--- config.mk ---
export PLATFORM = sky130hd
export DESIGN_NAME = cpu
export DESIGN_NICKNAME = d
export VERILOG_FILES = /design/src/hw/cpu_pkg.sv /design/src/hw/cpu.sv /design/src/hw/decode_stage.sv /design/src/hw/execute_stage.sv /design/src/hw/fetch_stage.sv /design/src/hw/mem_arbiter.sv /design/src/hw/mem_stage.sv /design/src/hw/unified_mem.sv
export SDC_FILE = /design/constraint.sdc
export NUM_CORES = 2
export LEC_CHECK = 0
export BUFFER_PORTS_ARGS = -buffer_cell sky130_fd_sc_hd__buf_2
export CAP_MARGIN = 20
export CORE_MARGIN = 2
export CORE_UTILIZATION = 46
export CTS_BUF_LIST = sky130_fd_sc_hd__clkbuf_2 sky130_fd_sc_hd__clkbuf_4 sky130_fd_sc_hd__clkbuf_8
export CTS_CLUSTER_DIAMETER = 200
export DETAILED_ROUTE_END_ITERATION = 16
export PLACE_DENSITY_LB_ADDON = 0.15
export SLEW_MARGIN = 20
export SYNTH_ARGS = -nofsm -noshare
export SYNTH_HDL_FRONTEND = slang
export SYNTH_MEMORY_MAX_BITS = 65536
export SYNTH_SLANG_ARGS = --single-unit
--- constraint.sdc ---
create_clock -name clk -period 7.4 [get_ports clk]
set_input_delay 0.74 -clock clk [delete_from_list [all_inputs] [get_ports clk]]
set_output_delay 0.74 -clock clk [all_outputs]
set_load 0.01 [all_outputs]
--- src/hw/cpu_pkg.sv ---
package cpu_pkg;

	// Widths set by the instruction set
	localparam int word_w  = 16;
	localparam int reg_num = 16;

	// Data and instruction word
	typedef logic [word_w-1:0] word_t;

	// Register file index
	typedef logic [$clog2(reg_num)-1:0] reg_addr_t;

	// Top nibble of every instruction
	// Codes not listed here decode as no-ops
	typedef enum logic [3:0] {
		OP_ADD  = 4'd0,
		OP_SUB  = 4'd1,
		OP_AND  = 4'd2,
		OP_NOR  = 4'd3,
		OP_LLB  = 4'd4,
		OP_LW   = 4'd5,
		OP_SW   = 4'd6,
		OP_BEQZ = 4'd7,
		OP_HLT  = 4'd15
	} opcode_t;

	// Current owner of the single memory port
	typedef enum logic [1:0] {
		OWN_NONE,
		OWN_EXT,
		OWN_DATA,
		OWN_FETCH
	} mem_owner_t;

endpackage

--- src/hw/cpu.sv ---
`timescale 1ns/1ns

module cpu #(
	parameter int addr_w = 8
) (
	input  logic              clk,
	input  logic              rst_n,
	input  logic              run,
	input  logic              ext_req,
	input  logic              ext_we,
	input  logic [addr_w-1:0] ext_addr,
	input  cpu_pkg::word_t    ext_wdata,
	output cpu_pkg::word_t    ext_rdata,
	output logic              ext_gnt,
	output logic              hlt,
	output cpu_pkg::word_t    pc
);

	// IF side
	logic               fetch_req, fetch_gnt, valid_id, stall_if;
	logic [addr_w-1:0]  fetch_addr;
	cpu_pkg::word_t     fetch_rdata, instr_id, pc_id;
	// ID/EX
	cpu_pkg::word_t     op_a_ex, op_b_ex, data_ex, pc_ex;
	logic [7:0]         imm8_ex;
	cpu_pkg::opcode_t   opcode_ex;
	cpu_pkg::reg_addr_t dst_ex;
	logic               we_rf_ex, valid_ex;
	// EX/MEM and branch
	logic               br_taken, we_rf_mem, valid_mem;
	cpu_pkg::word_t     br_pc, result_mem, sdata_mem;
	cpu_pkg::opcode_t   opcode_mem;
	cpu_pkg::reg_addr_t dst_mem;
	// Data port and writeback
	logic               data_req, data_we, wb_we;
	logic [addr_w-1:0]  data_addr;
	cpu_pkg::word_t     data_wdata, data_rdata, wb_data;
	cpu_pkg::reg_addr_t wb_dst;
	// Memory port
	logic               mem_we;
	logic [addr_w-1:0]  mem_addr;
	cpu_pkg::word_t     mem_wdata, mem_rdata;

	//////////////////////////////
	// Pipeline
	//////////////////////////////

	fetch_stage #(.addr_w(addr_w)) fetch_i (
		.clk(clk), .rst_n(rst_n), .run(run), .hlt(hlt),
		.stall_if(stall_if), .br_taken(br_taken), .br_pc(br_pc),
		.fetch_gnt(fetch_gnt), .fetch_rdata(fetch_rdata),
		.fetch_req(fetch_req), .fetch_addr(fetch_addr), .pc(pc),
		.instr_id(instr_id), .pc_id(pc_id), .valid_id(valid_id)
	);

	decode_stage decode_i (
		.clk(clk), .rst_n(rst_n),
		.instr_id(instr_id), .pc_id(pc_id), .valid_id(valid_id), .br_taken(br_taken),
		.dst_mem(dst_mem), .we_rf_mem(we_rf_mem), .valid_mem(valid_mem),
		.wb_we(wb_we), .wb_dst(wb_dst), .wb_data(wb_data),
		.stall_if(stall_if), .op_a_ex(op_a_ex), .op_b_ex(op_b_ex), .data_ex(data_ex),
		.imm8_ex(imm8_ex), .opcode_ex(opcode_ex), .dst_ex(dst_ex),
		.we_rf_ex(we_rf_ex), .valid_ex(valid_ex), .pc_ex(pc_ex)
	);

	execute_stage execute_i (
		.clk(clk), .rst_n(rst_n),
		.op_a_ex(op_a_ex), .op_b_ex(op_b_ex), .data_ex(data_ex), .imm8_ex(imm8_ex),
		.opcode_ex(opcode_ex), .dst_ex(dst_ex), .we_rf_ex(we_rf_ex),
		.valid_ex(valid_ex), .pc_ex(pc_ex),
		.br_taken(br_taken), .br_pc(br_pc), .result_mem(result_mem),
		.sdata_mem(sdata_mem), .opcode_mem(opcode_mem), .dst_mem(dst_mem),
		.we_rf_mem(we_rf_mem), .valid_mem(valid_mem)
	);

	mem_stage #(.addr_w(addr_w)) mem_i (
		.clk(clk), .rst_n(rst_n),
		.result_mem(result_mem), .sdata_mem(sdata_mem), .opcode_mem(opcode_mem),
		.dst_mem(dst_mem), .we_rf_mem(we_rf_mem), .valid_mem(valid_mem),
		.data_rdata(data_rdata),
		.data_req(data_req), .data_we(data_we), .data_addr(data_addr),
		.data_wdata(data_wdata), .wb_we(wb_we), .wb_dst(wb_dst),
		.wb_data(wb_data), .hlt(hlt)
	);

	//////////////////////////////
	// Shared memory
	//////////////////////////////

	mem_arbiter #(.addr_w(addr_w)) arb_i (
		.clk(clk), .rst_n(rst_n),
		.ext_req(ext_req), .ext_we(ext_we), .ext_addr(ext_addr),
		.ext_wdata(ext_wdata), .ext_rdata(ext_rdata), .ext_gnt(ext_gnt),
		.data_req(data_req), .data_we(data_we), .data_addr(data_addr),
		.data_wdata(data_wdata), .data_rdata(data_rdata),
		.fetch_req(fetch_req), .fetch_addr(fetch_addr),
		.fetch_rdata(fetch_rdata), .fetch_gnt(fetch_gnt),
		.mem_we(mem_we), .mem_addr(mem_addr), .mem_wdata(mem_wdata),
		.mem_rdata(mem_rdata)
	);

	unified_mem #(.addr_w(addr_w)) mem_array_i (
		.clk(clk), .we(mem_we), .addr(mem_addr),
		.wdata(mem_wdata), .rdata(mem_rdata)
	);

endmodule

--- src/hw/decode_stage.sv ---
`timescale 1ns/1ns

module decode_stage (
	input  logic                clk,
	input  logic                rst_n,
	input  cpu_pkg::word_t      instr_id,
	input  cpu_pkg::word_t      pc_id,
	input  logic                valid_id,
	input  logic                br_taken,
	input  cpu_pkg::reg_addr_t  dst_mem,
	input  logic                we_rf_mem,
	input  logic                valid_mem,
	input  logic                wb_we,
	input  cpu_pkg::reg_addr_t  wb_dst,
	input  cpu_pkg::word_t      wb_data,
	output logic                stall_if,
	output cpu_pkg::word_t      op_a_ex,
	output cpu_pkg::word_t      op_b_ex,
	output cpu_pkg::word_t      data_ex,
	output logic [7:0]          imm8_ex,
	output cpu_pkg::opcode_t    opcode_ex,
	output cpu_pkg::reg_addr_t  dst_ex,
	output logic                we_rf_ex,
	output logic                valid_ex,
	output cpu_pkg::word_t      pc_ex
);

	cpu_pkg::word_t     regs [cpu_pkg::reg_num];
	cpu_pkg::opcode_t   opcode;
	cpu_pkg::reg_addr_t rd, rs, rt;
	cpu_pkg::word_t     rf_rs, rf_rt, rf_rd, op_b;
	logic use_rs, use_rt, use_rd, we_rf;
	logic busy_rs, busy_rt, busy_rd;
	logic raw, issue, halting;

	// Field split
	assign opcode = cpu_pkg::opcode_t'(instr_id[15:12]);
	assign rd     = instr_id[11:8];
	assign rs     = instr_id[7:4];
	assign rt     = instr_id[3:0];

	//////////////////////////////
	// Register file
	//////////////////////////////

	always_ff @(posedge clk) begin
		if (wb_we)
			regs[wb_dst] <= wb_data;
	end

	// Writeback in the same cycle passes straight through
	assign rf_rs = (wb_we && wb_dst == rs) ? wb_data : regs[rs];
	assign rf_rt = (wb_we && wb_dst == rt) ? wb_data : regs[rt];
	assign rf_rd = (wb_we && wb_dst == rd) ? wb_data : regs[rd];

	// Sources and second operand per opcode
	always_comb begin
		use_rs = 1'b0;
		use_rt = 1'b0;
		use_rd = 1'b0;
		we_rf  = 1'b0;
		op_b   = rf_rt;
		case (opcode)
			cpu_pkg::OP_ADD, cpu_pkg::OP_SUB, cpu_pkg::OP_AND, cpu_pkg::OP_NOR: begin
				use_rs = 1'b1;
				use_rt = 1'b1;
				we_rf  = 1'b1;
			end
			cpu_pkg::OP_LLB:
				we_rf = 1'b1;
			cpu_pkg::OP_LW: begin
				// rt is an unsigned offset here
				use_rs = 1'b1;
				we_rf  = 1'b1;
				op_b   = {12'd0, rt};
			end
			cpu_pkg::OP_SW: begin
				// Store data comes from rd
				use_rs = 1'b1;
				use_rd = 1'b1;
				op_b   = {12'd0, rt};
			end
			cpu_pkg::OP_BEQZ:
				use_rd = 1'b1;
			default: ;
		endcase
	end

	//////////////////////////////
	// Hazards
	//////////////////////////////

	// Pending write in EX or MEM
	assign busy_rs = (valid_ex && we_rf_ex && dst_ex == rs) ||
		(valid_mem && we_rf_mem && dst_mem == rs);
	assign busy_rt = (valid_ex && we_rf_ex && dst_ex == rt) ||
		(valid_mem && we_rf_mem && dst_mem == rt);
	assign busy_rd = (valid_ex && we_rf_ex && dst_ex == rd) ||
		(valid_mem && we_rf_mem && dst_mem == rd);

	assign raw = valid_id &&
		((use_rs && busy_rs) || (use_rt && busy_rt) || (use_rd && busy_rd));

	assign stall_if = halting || raw;

	// Taken branch turns this slot into a bubble
	assign issue = valid_id && !raw && !halting && !br_taken;

	// ID/EX control and halt latch
	always_ff @(posedge clk or negedge rst_n) begin
		if (!rst_n) begin
			valid_ex <= 1'b0;
			halting  <= 1'b0;
		end else begin
			valid_ex <= issue;
			if (issue && opcode == cpu_pkg::OP_HLT)
				halting <= 1'b1;
		end
	end

	// ID/EX payload
	always_ff @(posedge clk) begin
		op_a_ex   <= rf_rs;
		op_b_ex   <= op_b;
		data_ex   <= rf_rd;
		imm8_ex   <= instr_id[7:0];
		opcode_ex <= opcode;
		dst_ex    <= rd;
		we_rf_ex  <= we_rf;
		pc_ex     <= pc_id;
	end

	// Once halting only the HLT itself is valid in EX
	assert property (@(posedge clk) disable iff (!rst_n)
		(halting && valid_ex) |-> opcode_ex == cpu_pkg::OP_HLT);

endmodule

--- src/hw/execute_stage.sv ---
`timescale 1ns/1ns

module execute_stage (
	input  logic                clk,
	input  logic                rst_n,
	input  cpu_pkg::word_t      op_a_ex,
	input  cpu_pkg::word_t      op_b_ex,
	input  cpu_pkg::word_t      data_ex,
	input  logic [7:0]          imm8_ex,
	input  cpu_pkg::opcode_t    opcode_ex,
	input  cpu_pkg::reg_addr_t  dst_ex,
	input  logic                we_rf_ex,
	input  logic                valid_ex,
	input  cpu_pkg::word_t      pc_ex,
	output logic                br_taken,
	output cpu_pkg::word_t      br_pc,
	output cpu_pkg::word_t      result_mem,
	output cpu_pkg::word_t      sdata_mem,
	output cpu_pkg::opcode_t    opcode_mem,
	output cpu_pkg::reg_addr_t  dst_mem,
	output logic                we_rf_mem,
	output logic                valid_mem
);

	cpu_pkg::word_t imm_sx, alu;

	assign imm_sx = {{8{imm8_ex[7]}}, imm8_ex};

	// ALU, all results wrap at 16 bits
	always_comb begin
		case (opcode_ex)
			cpu_pkg::OP_ADD: alu = op_a_ex + op_b_ex;
			cpu_pkg::OP_SUB: alu = op_a_ex - op_b_ex;
			cpu_pkg::OP_AND: alu = op_a_ex & op_b_ex;
			cpu_pkg::OP_NOR: alu = ~(op_a_ex | op_b_ex);
			cpu_pkg::OP_LLB: alu = imm_sx;
			// Effective address, base plus offset
			cpu_pkg::OP_LW, cpu_pkg::OP_SW: alu = op_a_ex + op_b_ex;
			default: alu = '0;
		endcase
	end

	// BEQZ resolves here, pc_ex is already pc plus 1
	assign br_taken = valid_ex && opcode_ex == cpu_pkg::OP_BEQZ && data_ex == '0;
	assign br_pc    = pc_ex + imm_sx;

	// EX/MEM control
	always_ff @(posedge clk or negedge rst_n) begin
		if (!rst_n)
			valid_mem <= 1'b0;
		else
			valid_mem <= valid_ex;
	end

	// EX/MEM payload
	always_ff @(posedge clk) begin
		result_mem <= alu;
		sdata_mem  <= data_ex;
		opcode_mem <= opcode_ex;
		dst_mem    <= dst_ex;
		we_rf_mem  <= we_rf_ex;
	end

endmodule

--- src/hw/fetch_stage.sv ---
`timescale 1ns/1ns

module fetch_stage #(
	parameter int addr_w = 8
) (
	input  logic              clk,
	input  logic              rst_n,
	input  logic              run,
	input  logic              hlt,
	input  logic              stall_if,
	input  logic              br_taken,
	input  cpu_pkg::word_t    br_pc,
	input  logic              fetch_gnt,
	input  cpu_pkg::word_t    fetch_rdata,
	output logic              fetch_req,
	output logic [addr_w-1:0] fetch_addr,
	output cpu_pkg::word_t    pc,
	output cpu_pkg::word_t    instr_id,
	output cpu_pkg::word_t    pc_id,
	output logic              valid_id
);

	logic take;

	// No request while stopped, halted or stalled
	assign fetch_req  = run && !hlt && !stall_if;
	assign fetch_addr = pc[addr_w-1:0];
	assign take       = fetch_req && fetch_gnt;

	// PC and IF/ID valid
	// Branch wins over stall
	always_ff @(posedge clk or negedge rst_n) begin
		if (!rst_n) begin
			pc       <= '0;
			valid_id <= 1'b0;
		end else if (br_taken) begin
			pc       <= br_pc;
			valid_id <= 1'b0;
		end else if (!stall_if) begin
			// Lost grant gives a bubble and pc holds
			valid_id <= take;
			if (take)
				pc <= pc + 16'd1;
		end
	end

	// IF/ID payload
	always_ff @(posedge clk) begin
		if (take && !br_taken) begin
			instr_id <= fetch_rdata;
			pc_id    <= pc + 16'd1;
		end
	end

	// IF/ID only fills from a granted fetch
	assert property (@(posedge clk) disable iff (!rst_n)
		!fetch_gnt |=> !$rose(valid_id));

endmodule

--- src/hw/mem_arbiter.sv ---
`timescale 1ns/1ns

module mem_arbiter #(
	parameter int addr_w = 8
) (
	input  logic              clk,
	input  logic              rst_n,
	// External load/inspect port
	input  logic              ext_req,
	input  logic              ext_we,
	input  logic [addr_w-1:0] ext_addr,
	input  cpu_pkg::word_t    ext_wdata,
	output cpu_pkg::word_t    ext_rdata,
	output logic              ext_gnt,
	// Memory stage
	input  logic              data_req,
	input  logic              data_we,
	input  logic [addr_w-1:0] data_addr,
	input  cpu_pkg::word_t    data_wdata,
	output cpu_pkg::word_t    data_rdata,
	// Instruction fetch is read only
	input  logic              fetch_req,
	input  logic [addr_w-1:0] fetch_addr,
	output cpu_pkg::word_t    fetch_rdata,
	output logic              fetch_gnt,
	// Memory side
	output logic              mem_we,
	output logic [addr_w-1:0] mem_addr,
	output cpu_pkg::word_t    mem_wdata,
	input  cpu_pkg::word_t    mem_rdata
);

	cpu_pkg::mem_owner_t owner;
	logic data_gnt;

	// Fixed priority of EXT over DATA over FETCH
	always_comb begin
		if (ext_req)
			owner = cpu_pkg::OWN_EXT;
		else if (data_req)
			owner = cpu_pkg::OWN_DATA;
		else if (fetch_req)
			owner = cpu_pkg::OWN_FETCH;
		else
			owner = cpu_pkg::OWN_NONE;
	end

	assign ext_gnt   = (owner == cpu_pkg::OWN_EXT);
	assign data_gnt  = (owner == cpu_pkg::OWN_DATA);
	assign fetch_gnt = (owner == cpu_pkg::OWN_FETCH);

	// Steer the winner onto the port
	always_comb begin
		mem_we    = 1'b0;
		mem_addr  = fetch_addr;
		mem_wdata = data_wdata;
		case (owner)
			cpu_pkg::OWN_EXT: begin
				mem_we    = ext_we;
				mem_addr  = ext_addr;
				mem_wdata = ext_wdata;
			end
			cpu_pkg::OWN_DATA: begin
				mem_we    = data_we;
				mem_addr  = data_addr;
			end
			default: ;
		endcase
	end

	// Read data fans out to every requester
	assign ext_rdata   = mem_rdata;
	assign data_rdata  = mem_rdata;
	assign fetch_rdata = mem_rdata;

	// Any request leaves exactly one owner
	assert property (@(posedge clk) disable iff (!rst_n)
		(ext_req || data_req || fetch_req) |-> $onehot({ext_gnt, data_gnt, fetch_gnt}));

	// External port only used while the core is idle
	assert property (@(posedge clk) disable iff (!rst_n)
		!(data_req && ext_req));

endmodule

--- src/hw/mem_stage.sv ---
`timescale 1ns/1ns

module mem_stage #(
	parameter int addr_w = 8
) (
	input  logic                clk,
	input  logic                rst_n,
	input  cpu_pkg::word_t      result_mem,
	input  cpu_pkg::word_t      sdata_mem,
	input  cpu_pkg::opcode_t    opcode_mem,
	input  cpu_pkg::reg_addr_t  dst_mem,
	input  logic                we_rf_mem,
	input  logic                valid_mem,
	input  cpu_pkg::word_t      data_rdata,
	output logic                data_req,
	output logic                data_we,
	output logic [addr_w-1:0]   data_addr,
	output cpu_pkg::word_t      data_wdata,
	output logic                wb_we,
	output cpu_pkg::reg_addr_t  wb_dst,
	output cpu_pkg::word_t      wb_data,
	output logic                hlt
);

	logic is_lw, is_sw;

	assign is_lw = valid_mem && opcode_mem == cpu_pkg::OP_LW;
	assign is_sw = valid_mem && opcode_mem == cpu_pkg::OP_SW;

	// Data port, never refused by the arbiter
	assign data_req   = is_lw || is_sw;
	assign data_we    = is_sw;
	assign data_addr  = result_mem[addr_w-1:0];
	assign data_wdata = sdata_mem;

	// MEM/WB control, hlt sticky until reset
	always_ff @(posedge clk or negedge rst_n) begin
		if (!rst_n) begin
			wb_we <= 1'b0;
			hlt   <= 1'b0;
		end else begin
			wb_we <= valid_mem && we_rf_mem;
			if (valid_mem && opcode_mem == cpu_pkg::OP_HLT)
				hlt <= 1'b1;
		end
	end

	// MEM/WB payload, load data or ALU result
	always_ff @(posedge clk) begin
		wb_dst  <= dst_mem;
		wb_data <= is_lw ? data_rdata : result_mem;
	end

endmodule

--- src/hw/unified_mem.sv ---
`timescale 1ns/1ns

module unified_mem #(
	parameter int addr_w = 8
) (
	input  logic              clk,
	input  logic              we,
	input  logic [addr_w-1:0] addr,
	input  cpu_pkg::word_t    wdata,
	output cpu_pkg::word_t    rdata
);

	// Program and data share this array
	// Contents survive reset
	cpu_pkg::word_t mem [2**addr_w];

	// Write on the edge
	always_ff @(posedge clk) begin
		if (we)
			mem[addr] <= wdata;
	end

	// Read is combinational, same cycle as the grant
	assign rdata = mem[addr];

endmodule

==> summary.txt <==
Cells and area
  – Layout Area Growth over Synthesis: 16.7%
  – Footprint of the multi-input gates: ~0.042 mm2
  – Commonest non-fill, non-tap cell in the layout: edfxtp_1
  – Nets@finish: 9,485
  – Most frequent cells in the layout: edfxtp_1 (4,384), mux4_2 (1,189), clkbuf_8 (759), buf_4 (630), a22oi_1 (308)
  – FILL cells: between 20,000 and 30,000
  – Sequential cell area: approximately 0.13 mm2
  – Share of cells above drive strength 1: 0.356

Clocking
  – Clock transition at the registers of the reported paths: 0.06 ns
  – CTS Sinks: approximately 4,500
  – CTS tree: built
  – Clock tree root driver cell: clkbuf_8
  – Later-pin clock latency in the skew report: about 1.3 ns
  – Clock buffer depth: 4
  – CTS buffer count: around 730
  – H-Tree Depth: 6

Global routing
  – Tot GR Track Use: 0.251
  – Number of global-route vias before repair: 93,100
  – Pin count of the biggest net entering global routing: just under 200
  – Antenna violations before repair: 23
  – First-pass GRT wire length: between 600,000 and 700,000 um
  – GR Overflow Total: 0

Floorplan
  – Num ports: 63
  – Core area: roughly 0.38 mm2
  – Die area: 0.389 mm2
  – Die height: ~620 um
  – Core Rows: between 200 and 250
  – Initial Util: 0.462
  – Die W: 623 um

Yosys
  – Synthesized flop and latch total: around 4,500
  – Yosys warns: 0
  – Distinct cell type count after synthesis: 64
  – Mean Syn Cell Area: ~21 um2
  – Synthesized instance count: approximately 8,300
  – Main synth FF type: edfxtp_1
  – Area leader, netlist: edfxtp_1
  – Synthesized area: 0.177 mm2
  – Post-Syn Nets: between 8,000 and 9,000
  – Top post-synthesis cells by area: edfxtp_1 (75%), mux4_2 (15%), a22oi_1 (1.7%), dfxtp_1 (1.3%), nor2_1 (0.73%)
  – Post-synth ARST share: 0.00487
  – Post-synth EDFFs: 4,384
  – Area share of the largest cell type after synthesis: 0.746
  – Register area share after synthesis: 0.762

Critical path
  – CP required: approximately 6.7 ns
  – Buf/Inv on CP: 8
  – Cell family with most CP delay: simple AND/OR/NAND/NOR gates
  – Kind of critical path: register to primary output
  – Most used cell, CP: buf_4
  – CP startpoint kind: register
  – Critical Path Fanout Max: 5
  – Worst path max stage delay: between 0.5 and 0.6 ns
  – Critical path arrival: a little over 7 ns
  – CP endpoint kind: primary output
  – Slowest-stage cell, CP: mux4_2
  – Cell Chain, Critical Path: xor2_2 -> nor4_2 -> nor2_1 -> a211oi_2 -> o21ai_2 -> buf_6 -> nand2_2 -> a21o_1 -> buf_6 -> ha_4 -> a221o_1 -> nand2_8 -> buf_16 -> buf_4 -> buf_4 -> mux4_2 -> a22oi_1 -> nand4_1 -> buf_4 -> nor3_4 -> o22ai_2 -> and4bb_4 -> inv_1 -> buf_2

STA
  – Ratio of final minimum period to clock period: 1.05
  – Hold Violations, Final: 0
  – Slew Limit Headroom: 0.134
  – Final worst slack: -0.405 ns
  – Max Clock Skew: slightly below 0.07 ns
  – Least-Margin Pin Slew: 1.30 ns
  – Fin. max-slew vios: 0
  – Setup TNS: -4.61 ns
  – Max frequency: about 0.13 GHz
  – # setup viols final: 16
  – Tmin final: between 7 and 8 ns
  – RSZ-0062 raised after global routing: true

Run
  – Max-cap violation count: 0

Drt
  – Routed Antenna Nets: 0
  – DR pass1 iterations: 6
  – Sum of routed wire length over all layers: 494,000 um
  – DRC viols: 0
  – Routed len/inst: between 30 and 40 um
  – Vias per Instance: 6.14
  – Drt first-iter violations: ~11,000
  – Routed via count: around 90,000

Pwr
  – Power density cells: ~330 mW/mm2
  – Static leakage: 65.7 nW
  – Power, Total: 68.6 mW
  – VDD IR-drop max: ~0.24 mV

Hold path
  – Hold Path Class: input port to register

Place
  – Port Buffer Count: between 60 and 70
  – RePlAce Congestion: roughly 0.85
  – Final HPWL DP: 287,000 um
  – Placement Setup Slack: -0.192 ns

Run status
  – Status: finished with violations
  – Violated checks: negative setup slack
[report_power, final]
group	total, mW	switching (mW)	internal (mW)
clock network	21.1	9.83	11.2
logic	17.8	10.5	7.33
registers	29.8	0.464	29.3
total	68.6	20.8	47.9
[cells in the mapped netlist, drive strengths merged (12+ instances only)]
cell type,number
inv,29
o22ai,38
dfrtp,22
a21oi,130
nand4,86
a211oi,13
nand2b,22
ha,36
nor2,345
or3,12
and4,12
nor2b,21
nand3,66
a32oi,62
edfxtp,4384
mux2i,101
o22a,12
and3,18
xor2,50
dfxtp,114
nand2,263
clkbuf,287
buf,216
nor4,20
xnor2,50
a221oi,37
a22oi,391
o21ai,58
nor3,51
a22o,34
mux2,32
mux4,1189
[registers in the layout, summed over array words and instances, names as in the netlist, 4 cells and up, named ones only]
signal                flops
execute_i.dst_mem         4
execute_i.sdata_mem      16
execute_i.result_mem     16
decode_i.regs           256
decode_i.op_b_ex         16
mem_i.wb_data            16
fetch_i.pc_id            16
fetch_i.instr_id         16
decode_i.pc_ex           16
mem_i.wb_dst              4
decode_i.opcode_ex        4
decode_i.dst_ex           4
decode_i.imm8_ex          8
mem_array_i.mem        4096
fetch_i.pc               16
execute_i.opcode_mem      4
[cell families (layout without fill, tap and decap cells)]
| logic type | after synthesis | in the layout | synth area share |
|---|---|---|---|
| buffers and inverters | 532 | 2207 | 0.0124 |
| AO/OA/AOI/OAI | 838 | 838 | 0.0340 |
| AND/OR/NAND/NOR | 948 | 950 | 0.0246 |
| adder cells (fa/ha/maj) | 38 | 38 | 0.00278 |
| flip-flops | 4520 | 4520 | 0.762 |
| other | 0 | 13 | 0 |
| multiplexers | 1322 | 1322 | 0.159 |
| XOR/XNOR | 100 | 100 | 0.00496 |
[worst paths after layout]
path | start | end | slack, ns | cells after the start
min reg2reg | fetch_i.pc_id[0]$_DFFE_PP_ | decode_i.pc_ex[0]$_DFF_P_ | 0.34 | 0
max reg2reg | fetch_i.instr_id[7]$_DFFE_PP_ | mem_i.wb_data[4]$_DFF_P_ | 0.16 | 34
max | fetch_i.instr_id[7]$_DFFE_PP_ | ext_rdata[2] | -0.41 | 24
min | ext_wdata[3] | mem_array_i.mem[37][3]$_DFFE_PP_ | 0.25 | 2
max in group asynchronous | rst_n | mem_i.wb_we$_DFF_PN0_ | 6.70 | 4
min in group asynchronous | rst_n | fetch_i.pc[6]$_DFFE_PN0P_ | 0.52 | 4
[area by class of cell]
type                       count  share of cell area
clock buffer                1002              0.0596
sequential                  4520               0.653
inverter                      29            0.000553
tap                         5038              0.0306
multi-input combinational   3248               0.203
clock inverter               285             0.00875
antenna                       13            0.000158
timing repair buffer         891              0.0446
[repair_timing]
item / 4_1_cts / 5_1_grt
hold buffers: 4 / 0
cloned: 29 / 8
gates resized for setup: 324 / 97
setup endpoints to repair: 16 / 18
setup buffers: 82 / 47
pin swaps: 76 / 75
hold endpoints to repair: 23 / 0
[routing by layer]
layer,global-route usage,share of wire,wire length (um)
met1,0.356,0.41,201000
met2,0.398,0.48,237000
met3,0.0461,0.082,40600
met4,0.0793,0.033,16500
met5,0,0.00010,51
[through the flow]
step	instance area, um2	hold slack, ns	util	cells
floorplan	177000	0.323	-	8298
global placement	188000	0.325	0.491	13600
detailed placement	188000	0.328	0.491	13600
CTS	205000	0.146	0.536	15000
global route	206000	0.201	0.539	15000
finish	206000	0.247	0.539	15000
No activity file was read; power rests on OpenSTA's default activity.
